[config.mk]
export PLATFORM = sky130hd
export DESIGN_NAME = ntt_butterfly
export DESIGN_NICKNAME = d
export VERILOG_FILES = /design/src/hdl/ntt_pkg.sv /design/src/hdl/ntt_mod_mult.sv /design/src/hdl/ntt_butterfly.sv
export VERILOG_INCLUDE_DIRS = /design/src /design/src/hdl
export SDC_FILE = /design/constraint.sdc
export NUM_CORES = 2
export LEC_CHECK = 0
export BUFFER_PORTS_ARGS = -buffer_cell sky130_fd_sc_hd__clkbuf_2
export CELL_PAD_IN_SITES_DETAIL_PLACEMENT = 0
export CELL_PAD_IN_SITES_GLOBAL_PLACEMENT = 2
export CORE_ASPECT_RATIO = 1.5
export CORE_UTILIZATION = 45
export DETAILED_ROUTE_END_ITERATION = 6
export GPL_ROUTABILITY_DRIVEN = 0
export PLACE_DENSITY_LB_ADDON = 0.1
export RECOVER_POWER = 25
export SYNTH_ARGS = -nofsm -noshare
export SYNTH_HDL_FRONTEND = slang
export SYNTH_SLANG_ARGS = --single-unit
export TNS_END_PERCENT = 1
[constraint.sdc]
create_clock -name clk -period 11.7 [get_ports clk]
set_input_delay 1.755 -clock clk [delete_from_list [all_inputs] [get_ports clk]]
set_output_delay 1.755 -clock clk [all_outputs]
set_load 0.01 [all_outputs]
[src/hdl/ntt_consts.svh]
/*
 * Constants of the 2x2 NTT butterfly block.
 * Modulus, coefficient width and pipeline latencies.
 */

`ifndef NTT_CONSTS_SVH
`define NTT_CONSTS_SVH

// Prime modulus q = 2^23 - 2^13 + 1
`define NTT_Q 23'd8380417

// Coefficient width in bits
`define NTT_WIDTH 23

// Product register, Barrett estimate, correction
`define NTT_MULT_LATENCY 3

// Multiplier plus the final add/subtract register
`define NTT_BF_LATENCY 4

// Two butterfly layers back to back
`define NTT_2X2_LATENCY (2 * `NTT_BF_LATENCY)

`endif

[src/hdl/ntt_pkg.sv]
/*
 * Types of the 2x2 NTT butterfly block.
 * Mode encoding, coefficient type, input groups and result groups.
 */

`default_nettype none

`include "ntt_consts.svh"

package ntt_pkg;

    // Operating mode, shared by all four butterfly units
    typedef enum logic [2:0] {
        ct  = 3'd0,
        gs  = 3'd1,
        pwm = 3'd2,
        pwa = 3'd3,
        pws = 3'd4
    } mode_t;

    typedef logic [`NTT_WIDTH-1:0] coeff_t;

    // One 2x2 group for ct and gs: layer-1 operands plus layer-2 twiddles
    typedef struct packed {
        coeff_t u00;
        coeff_t v00;
        coeff_t w00;
        coeff_t u01;
        coeff_t v01;
        coeff_t w01;
        coeff_t w10;
        coeff_t w11;
    } bf_uvw_t;

    // Four independent lanes for the pointwise modes
    typedef struct packed {
        coeff_t u0;
        coeff_t u1;
        coeff_t u2;
        coeff_t u3;
        coeff_t v0;
        coeff_t v1;
        coeff_t v2;
        coeff_t v3;
        coeff_t w0;
        coeff_t w1;
        coeff_t w2;
        coeff_t w3;
    } pw_uvw_t;

    // Second-layer results
    typedef struct packed {
        coeff_t u20;
        coeff_t v20;
        coeff_t u21;
        coeff_t v21;
    } bf_uv_t;

    typedef struct packed {
        coeff_t uv0;
        coeff_t uv1;
        coeff_t uv2;
        coeff_t uv3;
    } pw_res_t;

endpackage

`default_nettype wire

[src/hdl/ntt_mod_mult.sv]
/*
 * Pipelined modular multiplier, result below q.
 * Product register, Barrett quotient estimate, subtract and one correction.
 */

`default_nettype none

`include "ntt_consts.svh"

module ntt_mod_mult (
    input  logic            clk,
    input  logic            reset_n,
    input  logic            zeroize_i,
    input  ntt_pkg::coeff_t a_i,
    input  ntt_pkg::coeff_t b_i,
    output ntt_pkg::coeff_t p_o
);
    import ntt_pkg::*;

    localparam int PROD_W = 2 * `NTT_WIDTH;
    localparam int MU_W   = `NTT_WIDTH + 1;
    // Remainder before correction is below 2q, which fits in 24 bits
    localparam int R_W    = `NTT_WIDTH + 1;

    // floor(2^46 / q)
    localparam logic [MU_W-1:0] BARRETT_MU = MU_W'((64'd1 << PROD_W) / `NTT_Q);

    logic [PROD_W-1:0]      prod_q;
    logic [PROD_W+MU_W-1:0] est_full;
    coeff_t                 quot_q;
    logic [R_W-1:0]         prod_lo_q;
    logic [R_W-1:0]         rem;
    logic [R_W-1:0]         rem_fix;
    coeff_t                 p_q;

    // Full-precision estimate, at most one below the true quotient
    assign est_full = prod_q * BARRETT_MU;

    // Only the low bits matter once the quotient is known
    assign rem     = prod_lo_q - R_W'(quot_q) * R_W'(`NTT_Q);
    assign rem_fix = (rem >= R_W'(`NTT_Q)) ? rem - R_W'(`NTT_Q) : rem;

    // ------------------------------------------------------------------------
    // Three register stages
    // ------------------------------------------------------------------------
    always_ff @(posedge clk or negedge reset_n) begin
        if (!reset_n) begin
            prod_q    <= '0;
            quot_q    <= '0;
            prod_lo_q <= '0;
            p_q       <= '0;
        end else if (zeroize_i) begin
            prod_q    <= '0;
            quot_q    <= '0;
            prod_lo_q <= '0;
            p_q       <= '0;
        end else begin
            prod_q    <= a_i * b_i;
            quot_q    <= est_full[PROD_W +: `NTT_WIDTH];
            prod_lo_q <= prod_q[R_W-1:0];
            p_q       <= rem_fix[`NTT_WIDTH-1:0];
        end
    end

    assign p_o = p_q;

    // Estimate error of one quotient step is covered by the single correction
    p_below_q_a: assert property (@(posedge clk) disable iff (!reset_n)
        p_o < `NTT_Q)
        else $error("modular product not reduced below q");

endmodule

`default_nettype wire

[src/hdl/ntt_butterfly.sv]
/*
 * One butterfly unit for ct, gs, pwm, pwa and pws.
 * Modular multiplier in front, add/subtract register behind it.
 * Every mode takes the same fixed latency.
 */

`default_nettype none

`include "ntt_consts.svh"

module ntt_butterfly (
    input  logic            clk,
    input  logic            reset_n,
    input  logic            zeroize_i,
    input  ntt_pkg::mode_t  mode_i,
    input  logic            accumulate_i,
    input  ntt_pkg::coeff_t u_i,
    input  ntt_pkg::coeff_t v_i,
    input  ntt_pkg::coeff_t w_i,
    output ntt_pkg::coeff_t a_o,
    output ntt_pkg::coeff_t b_o
);
    import ntt_pkg::*;

    // Operands wait while the multiplier works
    localparam int OP_DELAY = `NTT_BF_LATENCY - 1;

    typedef struct packed {
        mode_t  mode;
        logic   acc;
        coeff_t u;
        coeff_t v;
        coeff_t w;
    } stage_op_t;

    function automatic coeff_t mod_add(coeff_t x, coeff_t y);
        logic [`NTT_WIDTH:0] s;
        s = {1'b0, x} + {1'b0, y};
        if (s >= (`NTT_WIDTH+1)'(`NTT_Q)) begin
            s = s - (`NTT_WIDTH+1)'(`NTT_Q);
        end
        return s[`NTT_WIDTH-1:0];
    endfunction

    function automatic coeff_t mod_sub(coeff_t x, coeff_t y);
        coeff_t d;
        d = x - y;
        if (x < y) begin
            d = d + `NTT_Q;
        end
        return d;
    endfunction

    stage_op_t               op_in;
    stage_op_t [OP_DELAY-1:0] op_sr;
    stage_op_t               op_d;
    coeff_t                  mul_a;
    coeff_t                  mul_b;
    coeff_t                  prod;
    coeff_t                  sum_x;
    coeff_t                  sum_y;
    coeff_t                  dif_y;
    coeff_t                  sum;
    coeff_t                  dif;
    coeff_t                  a_nxt;
    coeff_t                  b_nxt;
    coeff_t                  a_q;
    coeff_t                  b_q;

    // ------------------------------------------------------------------------
    // Multiplier operands
    // ------------------------------------------------------------------------
    always_comb begin
        case (mode_i)
            ct: begin
                mul_a = w_i;
                mul_b = v_i;
            end
            // gs multiplies the difference, so it is formed here
            gs: begin
                mul_a = mod_sub(u_i, v_i);
                mul_b = w_i;
            end
            pwm: begin
                mul_a = u_i;
                mul_b = v_i;
            end
            default: begin
                mul_a = '0;
                mul_b = '0;
            end
        endcase
    end

    ntt_mod_mult ntt_mod_mult_i (
        .clk       (clk),
        .reset_n   (reset_n),
        .zeroize_i (zeroize_i),
        .a_i       (mul_a),
        .b_i       (mul_b),
        .p_o       (prod)
    );

    assign op_in = '{mode: mode_i, acc: accumulate_i, u: u_i, v: v_i, w: w_i};
    assign op_d  = op_sr[OP_DELAY-1];

    // Add/subtract operands once the product is out
    always_comb begin
        sum_x = op_d.u;
        sum_y = op_d.v;
        dif_y = op_d.v;
        case (op_d.mode)
            ct: begin
                sum_y = prod;
                dif_y = prod;
            end
            pwm: begin
                sum_x = prod;
                sum_y = op_d.acc ? op_d.w : '0;
            end
            default: ;
        endcase
    end

    assign sum = mod_add(sum_x, sum_y);
    assign dif = mod_sub(op_d.u, dif_y);

    always_comb begin
        a_nxt = '0;
        b_nxt = '0;
        case (op_d.mode)
            ct: begin
                a_nxt = sum;
                b_nxt = dif;
            end
            gs: begin
                a_nxt = sum;
                b_nxt = prod;
            end
            pwm, pwa: a_nxt = sum;
            pws:      a_nxt = dif;
            default: ;
        endcase
    end

    always_ff @(posedge clk or negedge reset_n) begin
        if (!reset_n) begin
            op_sr <= '0;
            a_q   <= '0;
            b_q   <= '0;
        end else if (zeroize_i) begin
            op_sr <= '0;
            a_q   <= '0;
            b_q   <= '0;
        end else begin
            op_sr <= {op_sr[OP_DELAY-2:0], op_in};
            a_q   <= a_nxt;
            b_q   <= b_nxt;
        end
    end

    assign a_o = a_q;
    assign b_o = b_q;

endmodule

`default_nettype wire

==> summary.txt <==
Mapped Cells -> 5073
Hold-fix buffers, CTS -> 0
Required time worst endpoint -> 12.15 ns
Multi-input logic area -> 33630 um^2
Global-route wire length before repair -> 216600 um
Routed Antenna Nets -> 0
Initial Util -> 45.56%
Worst Path Arrival -> 11.70 ns
Setup violators final -> 0
FF-to-FF End -> ntt_mod_mult_i.p_o[5]
Die Y-Extent -> 397.6 um
Routed Wire Length -> 139500 um
Avg Cell Area, Syn -> 9.256 um^2
CP startpoint kind -> input port
Max-Slew Margin vs Limit -> -221.3%
I/O Pins -> 122
Syn Nets -> 6302
DRT iter0 DRCs -> 1742
Total grt overflow -> 0
Vias in the first global route -> 37780
CP max stage cell -> fa_1
IO buf count -> 121
Dpl cells -> 6648
Top_reg_cell synth -> dfrtp_1
Final Cycle Share -> 96.16%
Final Hold Fails -> 0
Area delta synth->final -> 10.80%
Yosys top cell by area -> fa_1
Status -> complete, but fails checks
Delay-heaviest family, CP -> adder cells
Unrepaired setup endpoints after global routing -> no
Worst R2R Start -> ntt_mod_mult_i.quot_q[0]
Mapped cell area -> 46960 um^2
Worst-margin pin slew -> 4.820 ns
Worst path depth -> 42
R2R depth -> 20
Max Cap Viol -> 5
Max-slew violation count -> 453
Skew final -> 0.02819 ns
Crit. Startpoint -> u_i[0]
Fillers -> 10100
Largest net degree at the start of global routing -> 222
Initial antenna violation count -> 3
Die Footprint -> 105700 um^2
Hold path depth -> 1
Number of flops mapped to enable cells by yosys -> 0
Post-layout min period -> 11.25 ns
Die X -> 265.8 um
CTS tree -> built
Total track usage -> 27.07%
Synth cell types -> 87
Worst slack at placement -> -0.6085 ns
Cell repeated most along the worst path -> fa_1
Sequential-to-total area share from yosys stat -> 20.30%
Failing checks -> capacitance limit, slew limit
Critical path class -> input port to register
Worst-path clk slew -> 0.06 ns
Via count -> 35580
Async S/R FF share, synth -> 100.0%
#FFs+latches synth -> 381
Nets -> 6529
Largest stage delay, worst path -> 0.59 ns
Critical Path Sink -> ntt_mod_mult_i.prod_q[44]
Dpl cell area -> 50690 um^2
WP buf/inv -> 12
DP Wirelength -> 118400 um
Yosys Warn Count -> 0
Design Area, Final -> 52020 um^2
R2R Setup Slk -> 3.80 ns
Wirelength per Cell -> 20.76 um
Synth area leaders -> fa_1, dfrtp_1, ha_1, inv_1, nand2_1
Final worst slack -> 0.4495 ns
Max Fclk -> 0.08888 GHz
CP max FO -> 5
Clk root buf -> clkbuf_16
Final core occ -> 50.48%
Clk buf depth -> 3
Fin cells -> 6718
DRC -> 0
CTS sink cnt -> 381
Top cell type's share of synthesized area -> 25.37%
Register area -> 9534 um^2
TritonRoute pass-1 iters -> 6
CP endpoint kind -> register
HP Class -> register to register
Worst-Skew Late Latency -> 0.59 ns
Vias per Instance -> 5.296
Core footprint -> 103100 um^2
CTS buffer count -> 37
Share of layout cells above drive strength 1 -> 9.103%
H-tree levels -> 2
Site Rows -> 144
## area by class of cell
type | instances | area share, %
Multi-Input combinational cell | 3643 | 64.64
Sequential cell | 381 | 18.33
Inverter | 869 | 6.270
Timing Repair Buffer | 368 | 4.793
Tap cell | 1387 | 3.336
Clock buffer | 47 | 1.987
Clock inverter | 20 | 0.6301
Antenna cell | 3 | 0.01443
## kinds of logic after synthesis
logic type	synth area share (%)
xor+xnor	3.573
buf+inv	8.418
fa+ha+maj	40.24
flops	20.30
mux	1.692
simple gates	15.40
compound gates	10.37
## worst reg2reg max path, cell delays in order (launching register included)
cell and delay (ns):
dfrtp_1 0.72, inv_1 0.34, fa_1 0.60, fa_1 0.56
inv_1 0.08, fa_1 0.54, inv_1 0.06, fa_1 0.52
fa_1 0.52, fa_1 0.52, fa_1 0.45, xnor2_1 0.15
xnor2_1 0.21, xnor3_1 0.37, xnor2_1 0.52, nor3_1 0.12
nor3_1 0.26, o211a_1 0.29, o21ai_1 0.39, a311o_1 0.47
o21ai_0 0.11
## cells in the mapped netlist, drive strengths merged, types with 24 or more instances
cell and instances:
nor2b 250, mux2i 49, a211oi 28, o22ai 32, a22oi 31, nand2b 24, nor3 69, or3 30
nand2 468, nand3 60, fa 595, xor2 58, xnor2 131, and2 88, ha 558, nor2 359
mux2 27, a21o 71, nor4 24, o21a 38, clkbuf 169, o21ai 165, inv 869, dfrtp 381
and3 29, nand4 24, a21oi 158
## registers in the layout, summed over array words and instances (netlist names)
register	flops
a_o	23
b_o	23
ntt_mod_mult_i.p_o	23
ntt_mod_mult_i.prod_lo_q	24
ntt_mod_mult_i.prod_q	46
ntt_mod_mult_i.quot_q	23
op_d	73
op_sr	146
## placed cells by master (no fill, tap or decap), drive strengths merged, types with 49 or more instances in the layout
cell / synthesis / final
a21o: 71 / 71
xnor2: 131 / 131
and2: 88 / 88
nor3: 69 / 69
inv: 869 / 872
dfrtp: 381 / 381
fa: 595 / 595
nor2b: 250 / 250
mux2i: 49 / 49
nand3: 60 / 60
ha: 558 / 558
nand2: 468 / 468
clkbuf: 169 / 171
nor2: 359 / 359
buf: 11 / 244
xor2: 58 / 58
o21ai: 165 / 165
a21oi: 158 / 158
## per-stage QoR
stage / hold WS [ns] / TNS [ns]
CTS: 0.4484 / 0
global placement: 0.4444 / -1.661
global route: 0.4741 / 0
detailed placement: 0.4463 / -2.621
finish: 0.4491 / 0
floorplan: 0.4385 / 0
## routing by layer
layer,share of wire [%],track usage (%),vias to the layer above
li1,-,-,16820
met1,39,31.82,17680
met2,51,48.93,785
met3,3.5,2.195,293
met4,6.0,14.21,2
met5,0.0079,0,-
## timing repair
item	in CTS	in global routing
pin swaps	1	7
buffers inserted	0	0
gates resized for setup	1	15
setup endpoints to repair	1	7
## worst min-delay path by stage
stage,to,startpoint
after global placement,op_d[67],op_sr[140]
after detailed placement,op_sr[105],op_sr[32]
final,op_d[20],op_sr[93]
after CTS,op_d[20],op_sr[93]
after floorplan,op_d[0],op_sr[73]
after global routing,op_sr[134],op_sr[61]
Power is not shown: default switching activity piles up to over one toggle a cycle in this logic, so the estimate is an artifact.
